$ cat src/source/mmu_ctrl_pkg.sv
package mmu_ctrl_pkg;

   // walker sequence, one table read per walk.
   typedef enum logic [1:0] {
      WALK_IDLE,
      WALK_READ,
      WALK_DONE
   } walk_state_t;

   // translation sequence for the request at the queue head.
   typedef enum logic [2:0] {
      CTRL_IDLE,
      CTRL_LOOKUP,
      CTRL_WALK,
      CTRL_REFILL,
      CTRL_RESP
   } ctrl_state_t;

endpackage

$ cat src/source/mmu_pkg.sv
package mmu_pkg;

   // virtual address layout.
   localparam int VA_W       = 64;
   localparam int PAGE_OFS_W = 12;
   // page number is va[39:12].
   localparam int VPN_W      = 28;
   localparam int PPN_W      = 28;

   // one page-table entry.
   typedef struct packed {
      logic             valid;
      logic             dirty;
      logic             readable;
      logic             writable;
      logic             executable;
      logic             user;
      logic [PPN_W-1:0] ppn;
   } pte_t;

   // result of a table walk, entry fields plus a fault flag.
   typedef struct packed {
      logic             fault;
      logic             valid;
      logic             dirty;
      logic             readable;
      logic             writable;
      logic             executable;
      logic             user;
      logic [PPN_W-1:0] ppn;
   } walk_rsp_t;

endpackage
$ cat src/source/mmu_top.sv
`timescale 1ns/10ps

module mmu_top #(
   parameter int LG_TLB       = 2,
   parameter int LG_PT        = 6,
   parameter int REQ_DEPTH    = 4,
   parameter int RESP_CREDITS = 2
) (
   input  logic                      clk,
   input  logic                      rst_n,
   input  logic                      active,
   input  logic                      flush,
   input  logic                      req_valid,
   input  logic [mmu_pkg::VA_W-1:0]  req_va,
   input  logic                      req_store,
   output logic                      req_credit,
   output logic                      resp_valid,
   output logic [mmu_pkg::VA_W-1:0]  resp_pa,
   output logic                      resp_fault,
   output logic                      resp_hit,
   input  logic                      resp_credit,
   input  logic                      pt_we,
   input  logic [LG_PT-1:0]          pt_index,
   input  mmu_pkg::pte_t             pt_entry
);

   logic                       tlb_flush;
   logic                       lookup_req;
   logic [mmu_pkg::VA_W-1:0]   lookup_va;
   logic                       refill;
   logic [mmu_pkg::VA_W-1:0]   refill_va;
   mmu_pkg::walk_rsp_t         refill_rsp;
   logic                       tlb_hit;
   logic [mmu_pkg::VA_W-1:0]   tlb_pa;
   logic                       tlb_readable;
   logic                       tlb_writable;
   logic                       walk_start;
   logic [mmu_pkg::VPN_W-1:0]  walk_vpn;
   logic                       walk_done;
   mmu_pkg::walk_rsp_t         walk_rsp;
   logic [LG_PT-1:0]           rd_index;
   mmu_pkg::pte_t              rd_entry;

   xlate_ctrl #(
      .REQ_DEPTH    (REQ_DEPTH),
      .RESP_CREDITS (RESP_CREDITS)
   ) u_ctrl (
      .clk          (clk),
      .rst_n        (rst_n),
      .active       (active),
      .req_valid    (req_valid),
      .req_va       (req_va),
      .req_store    (req_store),
      .req_credit   (req_credit),
      .resp_valid   (resp_valid),
      .resp_pa      (resp_pa),
      .resp_fault   (resp_fault),
      .resp_hit     (resp_hit),
      .resp_credit  (resp_credit),
      .flush_in     (flush),
      .flush        (tlb_flush),
      .lookup_req   (lookup_req),
      .lookup_va    (lookup_va),
      .refill       (refill),
      .refill_va    (refill_va),
      .refill_rsp   (refill_rsp),
      .tlb_hit      (tlb_hit),
      .tlb_pa       (tlb_pa),
      .tlb_readable (tlb_readable),
      .tlb_writable (tlb_writable),
      .walk_start   (walk_start),
      .walk_vpn     (walk_vpn),
      .walk_done    (walk_done),
      .walk_rsp     (walk_rsp)
   );

   // dirty and user are kept per entry but not checked.
   tlb #(.LG_N(LG_TLB)) u_tlb (
      .clk        (clk),
      .rst_n      (rst_n),
      .flush      (tlb_flush),
      .active     (active),
      .lookup_req (lookup_req),
      .lookup_va  (lookup_va),
      .refill     (refill),
      .refill_va  (refill_va),
      .refill_rsp (refill_rsp),
      .hit        (tlb_hit),
      .pa         (tlb_pa),
      .dirty      (),
      .readable   (tlb_readable),
      .writable   (tlb_writable),
      .user       ()
   );

   page_walker #(.LG_PT(LG_PT)) u_walker (
      .clk        (clk),
      .rst_n      (rst_n),
      .walk_start (walk_start),
      .walk_vpn   (walk_vpn),
      .walk_done  (walk_done),
      .walk_rsp   (walk_rsp),
      .rd_index   (rd_index),
      .rd_entry   (rd_entry)
   );

   page_table_ram #(.LG_PT(LG_PT)) u_pt (
      .clk    (clk),
      .we     (pt_we),
      .windex (pt_index),
      .wentry (pt_entry),
      .rindex (rd_index),
      .rentry (rd_entry)
   );

endmodule

$ cat src/source/xlate_ctrl.sv
`timescale 1ns/10ps

module xlate_ctrl #(
   parameter int REQ_DEPTH    = 4,
   parameter int RESP_CREDITS = 2
) (
   input  logic                       clk,
   input  logic                       rst_n,
   input  logic                       active,
   input  logic                       req_valid,
   input  logic [mmu_pkg::VA_W-1:0]   req_va,
   input  logic                       req_store,
   output logic                       req_credit,
   output logic                       resp_valid,
   output logic [mmu_pkg::VA_W-1:0]   resp_pa,
   output logic                       resp_fault,
   output logic                       resp_hit,
   input  logic                       resp_credit,
   input  logic                       flush_in,
   output logic                       flush,
   output logic                       lookup_req,
   output logic [mmu_pkg::VA_W-1:0]   lookup_va,
   output logic                       refill,
   output logic [mmu_pkg::VA_W-1:0]   refill_va,
   output mmu_pkg::walk_rsp_t         refill_rsp,
   input  logic                       tlb_hit,
   input  logic [mmu_pkg::VA_W-1:0]   tlb_pa,
   input  logic                       tlb_readable,
   input  logic                       tlb_writable,
   output logic                       walk_start,
   output logic [mmu_pkg::VPN_W-1:0]  walk_vpn,
   input  logic                       walk_done,
   input  mmu_pkg::walk_rsp_t         walk_rsp
);

   localparam int PW = (REQ_DEPTH > 1) ? $clog2(REQ_DEPTH) : 1;
   localparam int QW = $clog2(REQ_DEPTH + 1);
   localparam int CW = $clog2(RESP_CREDITS + 1);

   logic [mmu_pkg::VA_W-1:0]  q_va [REQ_DEPTH];
   logic                      q_store [REQ_DEPTH];
   logic [PW-1:0]             wr_ptr;
   logic [PW-1:0]             rd_ptr;
   logic [QW-1:0]             q_count;
   logic [CW-1:0]             resp_cnt;
   logic [mmu_pkg::VA_W-1:0]  cur_va;
   logic                      cur_store;
   logic                      walked;
   logic                      pop;
   logic                      perm_fault;
   mmu_ctrl_pkg::ctrl_state_t state;

   assign pop        = (state == mmu_ctrl_pkg::CTRL_IDLE) && (q_count != '0);
   assign req_credit = pop;
   assign resp_valid = (state == mmu_ctrl_pkg::CTRL_RESP) && (resp_cnt != '0);
   assign perm_fault = cur_store ? !tlb_writable : !tlb_readable;

   // first lookup goes out with the pop, the second after the refill.
   assign lookup_req = (pop && active) || (state == mmu_ctrl_pkg::CTRL_REFILL);
   assign lookup_va  = (state == mmu_ctrl_pkg::CTRL_IDLE) ? q_va[rd_ptr] : cur_va;
   assign walk_start = (state == mmu_ctrl_pkg::CTRL_LOOKUP) && !tlb_hit;
   assign walk_vpn   = cur_va[mmu_pkg::PAGE_OFS_W +: mmu_pkg::VPN_W];
   assign refill     = (state == mmu_ctrl_pkg::CTRL_WALK) && walk_done && !walk_rsp.fault;
   assign refill_va  = cur_va;
   assign refill_rsp = walk_rsp;
   assign flush      = flush_in;

   always_ff @(posedge clk)
   begin
      if (req_valid)
      begin
         q_va[wr_ptr]    <= req_va;
         q_store[wr_ptr] <= req_store;
      end
   end

   always_ff @(posedge clk or negedge rst_n)
   begin
      if (!rst_n)
      begin
         wr_ptr   <= '0;
         rd_ptr   <= '0;
         q_count  <= '0;
         resp_cnt <= CW'(RESP_CREDITS);
      end
      else
      begin
         if (req_valid)
         begin
            wr_ptr <= (wr_ptr == PW'(REQ_DEPTH - 1)) ? '0 : wr_ptr + 1'b1;
         end
         if (pop)
         begin
            rd_ptr <= (rd_ptr == PW'(REQ_DEPTH - 1)) ? '0 : rd_ptr + 1'b1;
         end
         case ({req_valid, pop})
            2'b10:   q_count <= q_count + 1'b1;
            2'b01:   q_count <= q_count - 1'b1;
            default: q_count <= q_count;
         endcase
         case ({resp_credit, resp_valid})
            2'b10:   resp_cnt <= resp_cnt + 1'b1;
            2'b01:   resp_cnt <= resp_cnt - 1'b1;
            default: resp_cnt <= resp_cnt;
         endcase
      end
   end

   always_ff @(posedge clk or negedge rst_n)
   begin
      if (!rst_n)
      begin
         state  <= mmu_ctrl_pkg::CTRL_IDLE;
         walked <= 1'b0;
      end
      else
      begin
         unique case (state)
            mmu_ctrl_pkg::CTRL_IDLE:
               if (pop)
               begin
                  walked <= 1'b0;
                  state  <= active ? mmu_ctrl_pkg::CTRL_LOOKUP : mmu_ctrl_pkg::CTRL_RESP;
               end
            mmu_ctrl_pkg::CTRL_LOOKUP:
               state <= tlb_hit ? mmu_ctrl_pkg::CTRL_RESP : mmu_ctrl_pkg::CTRL_WALK;
            mmu_ctrl_pkg::CTRL_WALK:
               if (walk_done)
               begin
                  state <= walk_rsp.fault ? mmu_ctrl_pkg::CTRL_RESP
                                          : mmu_ctrl_pkg::CTRL_REFILL;
               end
            mmu_ctrl_pkg::CTRL_REFILL:
            begin
               walked <= 1'b1;
               state  <= mmu_ctrl_pkg::CTRL_LOOKUP;
            end
            default:
               if (resp_valid)
               begin
                  state <= mmu_ctrl_pkg::CTRL_IDLE;
               end
         endcase
      end
   end

   always_ff @(posedge clk)
   begin
      if (pop)
      begin
         cur_va    <= q_va[rd_ptr];
         cur_store <= q_store[rd_ptr];
      end
      if (pop && !active)
      begin
         resp_pa    <= q_va[rd_ptr];
         resp_fault <= 1'b0;
         resp_hit   <= 1'b1;
      end
      if (state == mmu_ctrl_pkg::CTRL_LOOKUP)
      begin
         if (!walked)
         begin
            resp_hit <= tlb_hit;
         end
         if (tlb_hit)
         begin
            resp_fault <= perm_fault;
            resp_pa    <= perm_fault ? '0 : tlb_pa;
         end
      end
      // invalid entry, nothing is refilled.
      if ((state == mmu_ctrl_pkg::CTRL_WALK) && walk_done && walk_rsp.fault)
      begin
         resp_fault <= 1'b1;
         resp_pa    <= '0;
      end
   end

endmodule

$ cat src/source/page_walker.sv
`timescale 1ns/10ps

module page_walker #(
   parameter int LG_PT = 6
) (
   input  logic                       clk,
   input  logic                       rst_n,
   input  logic                       walk_start,
   input  logic [mmu_pkg::VPN_W-1:0]  walk_vpn,
   output logic                       walk_done,
   output mmu_pkg::walk_rsp_t         walk_rsp,
   output logic [LG_PT-1:0]           rd_index,
   input  mmu_pkg::pte_t              rd_entry
);

   mmu_ctrl_pkg::walk_state_t state;

   always_ff @(posedge clk or negedge rst_n)
   begin
      if (!rst_n)
      begin
         state <= mmu_ctrl_pkg::WALK_IDLE;
      end
      else
      begin
         unique case (state)
            mmu_ctrl_pkg::WALK_IDLE:
               if (walk_start)
               begin
                  state <= mmu_ctrl_pkg::WALK_READ;
               end
            mmu_ctrl_pkg::WALK_READ:
               state <= mmu_ctrl_pkg::WALK_DONE;
            default:
               state <= mmu_ctrl_pkg::WALK_IDLE;
         endcase
      end
   end

   // direct-mapped, low page number bits pick the entry.
   always_ff @(posedge clk)
   begin
      if (walk_start)
      begin
         rd_index <= walk_vpn[LG_PT-1:0];
      end
   end

   assign walk_done = (state == mmu_ctrl_pkg::WALK_DONE);

   always_comb
   begin
      walk_rsp       = '0;
      walk_rsp.fault = !rd_entry.valid;
      if (rd_entry.valid)
      begin
         walk_rsp.valid      = 1'b1;
         walk_rsp.dirty      = rd_entry.dirty;
         walk_rsp.readable   = rd_entry.readable;
         walk_rsp.writable   = rd_entry.writable;
         walk_rsp.executable = rd_entry.executable;
         walk_rsp.user       = rd_entry.user;
         walk_rsp.ppn        = rd_entry.ppn;
      end
   end

endmodule

$ cat src/source/page_table_ram.sv
`timescale 1ns/10ps

module page_table_ram #(
   parameter int LG_PT = 6
) (
   input  logic               clk,
   input  logic               we,
   input  logic [LG_PT-1:0]   windex,
   input  mmu_pkg::pte_t      wentry,
   input  logic [LG_PT-1:0]   rindex,
   output mmu_pkg::pte_t      rentry
);

   localparam int DEPTH = 1 << LG_PT;

   mmu_pkg::pte_t mem [DEPTH];

   always_ff @(posedge clk)
   begin
      if (we)
      begin
         mem[windex] <= wentry;
      end
   end

   // read data follows the address by one cycle.
   always_ff @(posedge clk)
   begin
      rentry <= mem[rindex];
   end

endmodule

$ cat src/source/tlb.sv
`timescale 1ns/10ps

module tlb #(
   parameter int LG_N = 2
) (
   input  logic                      clk,
   input  logic                      rst_n,
   input  logic                      flush,
   input  logic                      active,
   input  logic                      lookup_req,
   input  logic [mmu_pkg::VA_W-1:0]  lookup_va,
   input  logic                      refill,
   input  logic [mmu_pkg::VA_W-1:0]  refill_va,
   input  mmu_pkg::walk_rsp_t        refill_rsp,
   output logic                      hit,
   output logic [mmu_pkg::VA_W-1:0]  pa,
   output logic                      dirty,
   output logic                      readable,
   output logic                      writable,
   output logic                      user
);

   localparam int N      = 1 << LG_N;
   localparam int PA_PAD = mmu_pkg::VA_W - mmu_pkg::PPN_W - mmu_pkg::PAGE_OFS_W;

   logic [N-1:0]               r_valid;
   logic [N-1:0]               r_dirty;
   logic [N-1:0]               r_readable;
   logic [N-1:0]               r_writable;
   logic [N-1:0]               r_user;
   logic [mmu_pkg::VPN_W-1:0]  r_tag [N];
   logic [mmu_pkg::PPN_W-1:0]  r_ppn [N];
   logic [LG_N-1:0]            r_ptr;
   logic [N-1:0]               match;
   logic [LG_N:0]              ffs_y;
   logic [LG_N-1:0]            sel;

   for (genvar i = 0; i < N; i++)
   begin : g_cmp
      assign match[i] = r_valid[i] &&
                        (r_tag[i] == lookup_va[mmu_pkg::PAGE_OFS_W +: mmu_pkg::VPN_W]);
   end

   find_first_set #(.LG_N(LG_N)) u_ffs (
      .in (match),
      .y  (ffs_y)
   );

   assign sel = ffs_y[LG_N-1:0];

   // inactive mode always hits and passes the address through.
   always_ff @(posedge clk or negedge rst_n)
   begin
      if (!rst_n)
      begin
         hit <= 1'b0;
      end
      else
      begin
         hit <= active ? (lookup_req & ffs_y[LG_N]) : 1'b1;
      end
   end

   always_ff @(posedge clk)
   begin
      pa       <= active ? {{PA_PAD{1'b0}}, r_ppn[sel], lookup_va[mmu_pkg::PAGE_OFS_W-1:0]}
                         : lookup_va;
      dirty    <= r_dirty[sel];
      readable <= r_readable[sel];
      writable <= r_writable[sel];
      user     <= r_user[sel];
   end

   // a refill in the same cycle as a flush still lands.
   always_ff @(posedge clk or negedge rst_n)
   begin
      if (!rst_n)
      begin
         r_valid <= '0;
         r_ptr   <= '0;
      end
      else
      begin
         if (flush)
         begin
            r_valid <= '0;
         end
         if (refill)
         begin
            r_valid[r_ptr] <= 1'b1;
            r_ptr          <= r_ptr + 1'b1;
         end
      end
   end

   always_ff @(posedge clk)
   begin
      if (refill)
      begin
         r_tag[r_ptr]      <= refill_va[mmu_pkg::PAGE_OFS_W +: mmu_pkg::VPN_W];
         r_ppn[r_ptr]      <= refill_rsp.ppn;
         r_dirty[r_ptr]    <= refill_rsp.dirty;
         r_readable[r_ptr] <= refill_rsp.readable;
         r_writable[r_ptr] <= refill_rsp.writable;
         r_user[r_ptr]     <= refill_rsp.user;
      end
   end

endmodule

$ cat src/source/find_first_set.sv
`timescale 1ns/10ps

module find_first_set #(
   parameter int LG_N = 2
) (
   input  logic [(1<<LG_N)-1:0] in,
   output logic [LG_N:0]        y
);

   localparam int N = 1 << LG_N;

   // scan from the top so the lowest set bit wins.
   always_comb
   begin
      y = '0;
      for (int i = N - 1; i >= 0; i--)
      begin
         if (in[i])
         begin
            y = {1'b1, LG_N'(i)};
         end
      end
   end

endmodule

$ cat config.mk
export PLATFORM = sky130hd
export DESIGN_NAME = mmu_top
export DESIGN_NICKNAME = d
export VERILOG_FILES = /design/src/source/mmu_ctrl_pkg.sv /design/src/source/mmu_pkg.sv /design/src/source/mmu_top.sv /design/src/source/xlate_ctrl.sv /design/src/source/page_walker.sv /design/src/source/page_table_ram.sv /design/src/source/tlb.sv /design/src/source/find_first_set.sv
export SDC_FILE = /design/constraint.sdc
export NUM_CORES = 2
export LEC_CHECK = 0
export ABC_AREA = 0
export BUFFER_PORTS_ARGS = -buffer_cell sky130_fd_sc_hd__buf_4
export CORE_ASPECT_RATIO = 1.25
export CORE_UTILIZATION = 50
export CTS_BUF_LIST = sky130_fd_sc_hd__clkbuf_4 sky130_fd_sc_hd__clkbuf_8 sky130_fd_sc_hd__clkbuf_16
export CTS_CLUSTER_SIZE = 40
export DETAILED_ROUTE_END_ITERATION = 8
export GPL_TIMING_DRIVEN = 0
export PLACE_DENSITY = 0.66
export RECOVER_POWER = 100
export SETUP_SLACK_MARGIN = 0.4
export SLEW_MARGIN = 20
export SYNTH_ARGS = -nofsm -noshare
export SYNTH_HDL_FRONTEND = slang
export SYNTH_HIERARCHICAL = 1
export SYNTH_SLANG_ARGS = --single-unit
$ cat constraint.sdc
create_clock -name clk -period 5.2 [get_ports clk]
set_clock_uncertainty 0.2 [all_clocks]
set_input_delay 0.52 -clock clk [delete_from_list [all_inputs] [get_ports clk]]
set_output_delay 0.52 -clock clk [all_outputs]
set_load 0.02 [all_outputs]
# [Yosys cells after proc, flatten, opt, wreduce, memory -nomap -nowiden]
# Memory sizes are Yosys's and may differ from the RTL's. A register that Yosys moved wholly into a read port is not among the register bits.
# Cells that the tools add are included.
[word_totals] elab_cells=136 register_bits=232 mem_bits_rw=2660 mem_count=5 output_inout_bits=68
[classes] magnitude_cmp=3 n_eq_ne=19 n_addsub=7 n_bitwise=2 n_reduce_logical=29 muxes=50
[memory_table] name="u_pt.mem" words=64 word_bits=34 read_ports=1 rd_clocked_by_memory_dff=1 write_ports=1 line="page_table_ram.sv:16" rtl="mmu_pkg::pte_t mem [DEPTH];"
[memory_table] name="u_ctrl.q_va" words=4 word_bits=64 read_ports=1 rd_clocked_by_memory_dff=0 write_ports=1 line="xlate_ctrl.sv:40" rtl="logic [mmu_pkg::VA_W-1:0] q_va [REQ_DEPTH];"
[memory_table] name="u_tlb.r_ppn" words=4 word_bits=28 read_ports=1 rd_clocked_by_memory_dff=0 write_ports=1 line="tlb.sv:32" rtl="logic [mmu_pkg::PPN_W-1:0] r_ppn [N];"
[memory_table] name="u_tlb.r_tag" words=4 word_bits=28 read_ports=4 rd_clocked_by_memory_dff=0 write_ports=1 line="tlb.sv:31" rtl="logic [mmu_pkg::VPN_W-1:0] r_tag [N];"
[memory_table] name="u_ctrl.q_store" words=4 word_bits=1 read_ports=1 rd_clocked_by_memory_dff=1 write_ports=1 line="xlate_ctrl.sv:41" rtl="logic q_store [REQ_DEPTH];"
[ops] operator="$mux 64" count=5
[ops] operator="$eq 28x28->1" count=4
[ops] operator="$mux 40" count=1
[ops] operator="$mux 32" count=1
[ops] operator="$mux 3" count=10
[ops] operator="$mux 1" count=18
[ops] operator="$logic_and 1x1->1" count=13
[ops] operator="$pmux 3 s4" count=1
[ops] operator="$eq 2x2->1 const B" count=5
[ops] operator="$add 2x1->2 const B" count=4
[ops] operator="$bwmux 4" count=2
[ops] operator="$mux 4" count=2
[ops] operator="$pmux 2 s2" count=2
[ops] operator="$reduce_bool 2->1" count=4
[ops] operator="$eq 2x1->1 const B" count=3
[ops] operator="$eq 3x2->1 const B" count=2
[ops] operator="$lt 2x3->1 const B" count=2
[ops] operator="$mux 2" count=3
[ops] operator="$pmux 3 s2" count=1
[ops] operator="$logic_not 1->1" count=5
[ops] operator="$reduce_bool 5->1" count=1
[ops] operator="$bmux 1 s2" count=2
[ops] operator="$ne 2x1->1 const B" count=2
[ops] operator="$or 4x4->4" count=1
[ops] operator="16 further kinds" count=16

# [Depth between registers and ports, before layout]
[depth] word_depth=10 depth_mapped=17 mapped_depth_nobuf=11

# [Cells and area by module]
# The synthesis kept the hierarchy.
[by_module_without_submodules] mod="page_table_ram" area_per_inst_um2=83774.1 cells_per_inst=3744 seq_area_each_um2=66023.3 n_inst=1
[by_module_without_submodules] mod="xlate_ctrl" area_per_inst_um2=16921.2 cells_per_inst=1157 seq_area_each_um2=11407.2 n_inst=1
[by_module_without_submodules] mod="tlb" area_per_inst_um2=11618.6 cells_per_inst=612 seq_area_each_um2=8743.4 n_inst=1
[by_module_without_submodules] mod="page_walker" area_per_inst_um2=499.2 cells_per_inst=49 seq_area_each_um2=230.2 n_inst=1
[by_module_without_submodules] mod="find_first_set" area_per_inst_um2=35.0 cells_per_inst=7 seq_area_each_um2=0.0 n_inst=1

# [Least setup slack after synthesis]
# No wires, ideal clock.
[synth_path] kind="register to register" startpoint="register u_ctrl.state[2]" endpoint="register u_ctrl.q_count[1]" setup_time_ns=0.125 t_arrival_ns=4.026 setup_slack_ns=0.850 stages_incl_launch_ff=7 period_less_slack_ns=4.350 required_ns=4.875 cell_sequence="dfrtp_1 -> or3_1 -> buf_2 -> nor2_2 -> ha_1 -> fa_1 -> mux2_2"
[synth_between] elab_chain_len=4 elab_cells_between_ends=6
[synth_rtl] item="from (decl)" line="xlate_ctrl.sv:51" rtl="mmu_ctrl_pkg::ctrl_state_t state;"
[synth_rtl] item="from (signal assigned)" line="xlate_ctrl.sv:113" rtl="state <= mmu_ctrl_pkg::CTRL_IDLE;"
[synth_rtl] item="from (signal assigned)" line="xlate_ctrl.sv:123" rtl="state <= active ? mmu_ctrl_pkg::CTRL_LOOKUP : mmu_ctrl_pkg::CTRL_RESP;"
[synth_rtl] item="from (signal assigned)" line="xlate_ctrl.sv:126" rtl="state <= tlb_hit ? mmu_ctrl_pkg::CTRL_RESP : mmu_ctrl_pkg::CTRL_WALK;"
[synth_rtl] item="$logic_not 3->1 *" line="xlate_ctrl.sv:53" rtl="assign pop = (state == mmu_ctrl_pkg::CTRL_IDLE) && (q_count != '0);"
[synth_rtl] item="$logic_and 1x1->1 *" line="xlate_ctrl.sv:53"
[synth_rtl] item="net req_credit" line="mmu_top.sv:16" rtl="output logic req_credit,"
[synth_rtl] item="$eq 2x1->1 or $eq 2x2->1 (tied branches)" line="xlate_ctrl.sv:96" rtl="case ({req_valid, pop})"
[synth_rtl] item="$pmux 3 s2 or $reduce_bool 2->1 (tied branches)"
[synth_rtl] item="to (signal assigned)" line="xlate_ctrl.sv:97" rtl="2'b10: q_count <= q_count + 1'b1;"
[synth_rtl] item="to (signal assigned)" line="xlate_ctrl.sv:98" rtl="2'b01: q_count <= q_count - 1'b1;"
[synth_rtl] item="to (signal assigned)" line="xlate_ctrl.sv:99" rtl="default: q_count <= q_count;"
[synth_rtl] item="to (decl)" line="xlate_ctrl.sv:44" rtl="logic [QW-1:0] q_count;"
# Mark *: on every way through the listed nets, which the timed path passes. The rest lies on a longest branch.
# A chain may end at the register's enable or synchronous reset.

==> out/results.ini <==
[run_status]
status=complete, but fails checks
violations=capacitance limit, slew limit

[setup_path]
worstPathRequired_ns=5.77
crit_path_max_fanout=10
crit_type=flip-flop to flip-flop
crit_path_end_kind=flip-flop
slowest_delay_ns=1.16
path_cells=buf_4 > clkbuf_1 > clkbuf_1 > mux4_2 > a22oi_1 > nand4_1 > and3_1
start_kind=flip-flop
arrival_ns=5.61
crit_top_cell=clkbuf_1
cp_slowest_cell=clkbuf_1

[worst_hold_path]
min_path_type=input pin to flip-flop

[grt]
grt_max_degree=65
grt_pass1_vias=56287
grt.total_usage=0.2805
antenna_found_initial=17
grt_first_pass_wirelength_um=416500
grt_overflow=0

[clock_network]
cts_buffer_depth=4
h-tree-depth=5
cts_tree=yes
cts.sinks=2732
cts-root-buf=clkbuf_16
cts_made_buffers=285
path_clk_slew_ns=0.06
clk_latency_ns=0.94

[route]
detail_route.iter0.violations=6490
wirelength_um=297000
firstDrtPassIters=8
remaining_drc_errors=0
vias=55892
wl_per_cell_um=33.50
viasPerCell=6.306
ant_nets=0

[synth]
syn_inst=5228
yosysWarnings=6
synth_area_per_cell_um2=20.10
synth_nets=5352
synth.cell_area_mm2=0.1051

[timing]
finalWorstSetupSlack_ns=0.1579
hold_slack_ns=0.04795
finalCritPeriodShare=0.9696
finalSetupViolations=0
fmax_mhz=198.3
post-route-min-period_ns=5.042
rsz0062_at_grt=no
finalSetupTns_ns=0
finalHoldViolations=0
slew_headroom=-1.175
worstMarginPinSlew_ns=3.262
maxSlewViolCount=3203

[floorplan]
die_w_um=412.0
placementRows=187
fp.dieH_um=514.5
design.die.area_mm2=0.2120
io_pins=180
core-area_mm2=0.2082
initial_core_util=0.5046

[pwr]
p_per_area_mw_per_mm2=463.2
power_leakage_nw=38.43
max-vdd-ir-drop_mv=0.3355

[placed_design]
gp_congestion=0.9093
hpwl_um=206700
numPortBuffers=170
place_ws_ns=-0.6187

[finish]
fillers=15501
drive_above_1_share=0.2086
nets=6043
syn_to_final_growth_pct=13.95
utilization=0.5750

[run]
cap_violations=101

critical path, delay by kind of cell (launching register included):
kind | cells | cell delay, ns
multiplexers | 1 | 0.42
AND/OR/NAND/NOR | 2 | 1.15
flip-flops | 1 | 0.65
AO/OA/AOI/OAI | 1 | 0.25
buffers and inverters | 3 | 2.20
flip-flops by register name, summed over array words and instances (netlist names), 3 cells and up:
name / flops
u_ctrl/refill_va: 64
u_ctrl/q_va: 256
u_walker/rd_index: 6
u_ctrl/q_count: 3
u_tlb/pa: 64
u_pt/rentry: 31
u_tlb/r_valid: 4
u_tlb/r_readable: 4
u_ctrl/resp_pa: 64
u_ctrl/q_store: 4
u_ctrl/state: 3
u_tlb/r_ppn: 112
u_tlb/r_tag: 112
u_pt/mem: 1984
u_tlb/r_writable: 4
stage by stage:
stage                     power (mW)  cells  instance area (um^2)
after floorplan                32.44   5228                105100
after global placement         36.33   8138                109800
after detailed placement       36.60   8263                113100
after CTS                      56.03   8850                123100
after global routing           57.07   8861                119700
final                          55.46   8864                119700
cells in the final DEF (no fill, tap or decap), types with 13 or more instances in the layout:
cell type	n
a221o_1	24
nor2_1	94
clkbuf_2	30
clkinv_1	46
xor2_1	79
clkbuf_4	74
mux2_4	24
clkbuf_8	15
nand2_1	275
clkinv_2	33
nor3_1	14
dfrtp_1	21
dlygate4sd3_1	101
a211oi_1	20
o31ai_1	65
clkbuf_1	466
edfxtp_1	2547
a311oi_1	64
buf_1	23
mux2_2	60
mux4_2	514
dfxtp_1	163
xnor2_1	40
bufinv_16	13
o22ai_1	79
buf_2	88
o21ai_0	16
a21oi_1	83
nand3_1	67
clkbuf_16	289
a22oi_1	49
o221ai_1	34
nand4_1	117
mux2i_1	142
and2_0	24
buf_6	23
buf_4	40
nor2b_1	50
final cells by class:
class	count	area [um^2]	area share
clock inverters	113	904.6	0.007555
diodes	11	27.53	0.0002299
clock buffers	368	7919	0.06614
well taps	2740	3428	0.02863
repair buffers	404	2350	0.01963
multi-input cells	2088	22630	0.1890
plain buffers	397	2130	0.01779
flip-flops and latches	2732	80300	0.6707
inverters	11	41.29	0.0003449
power by group:
group / switching (mW) / leakage, nW / internal, mW
clock: 8.11 / 4.39 / 11.4
sequential: 0.715 / 24.6 / 25.7
combinational: 6.14 / 9.40 / 3.45
path summary, 6_finish.rpt:
check | slack (ns) | start | cells after the start | endpoint
max in group asynchronous | 2.59 | rst_n | 4 | u_ctrl/q_count[0]
min in group asynchronous | 0.61 | rst_n | 3 | u_ctrl/resp_cnt[1]
max | 0.16 | u_walker/rd_index[1] | 7 | u_pt/rentry[18]
min | 0.05 | active | 3 | u_tlb/pa[12]
max reg2reg | 0.16 | u_walker/rd_index[1] | 7 | u_pt/rentry[18]
min reg2reg | 0.24 | u_ctrl/refill_va[5] | 2 | u_tlb/pa[5]
layer usage:
metal / share of wire / wire, um / vias up / GRT usage
li1: - / - / 22818 / -
met1: 0.35 / 103200 / 29346 / 0.3398
met2: 0.50 / 149100 / 3007 / 0.4771
met3: 0.086 / 25410 / 713 / 0.04859
met4: 0.065 / 19220 / 8 / 0.1547
met5: 0.00017 / 49 / - / 0
what timing repair did:
| item | CTS | global route |
|---|---|---|
| setup endpoints to repair | 30 | 28 |
| hold buffers | 102 | 0 |
| endpoints found under the hold margin | 2022 | 0 |
| pin swaps | 2 | 5 |
| setup buffers | 4 | 3 |
| resized for setup | 30 | 42 |
Power figures use the tool's default switching activity.
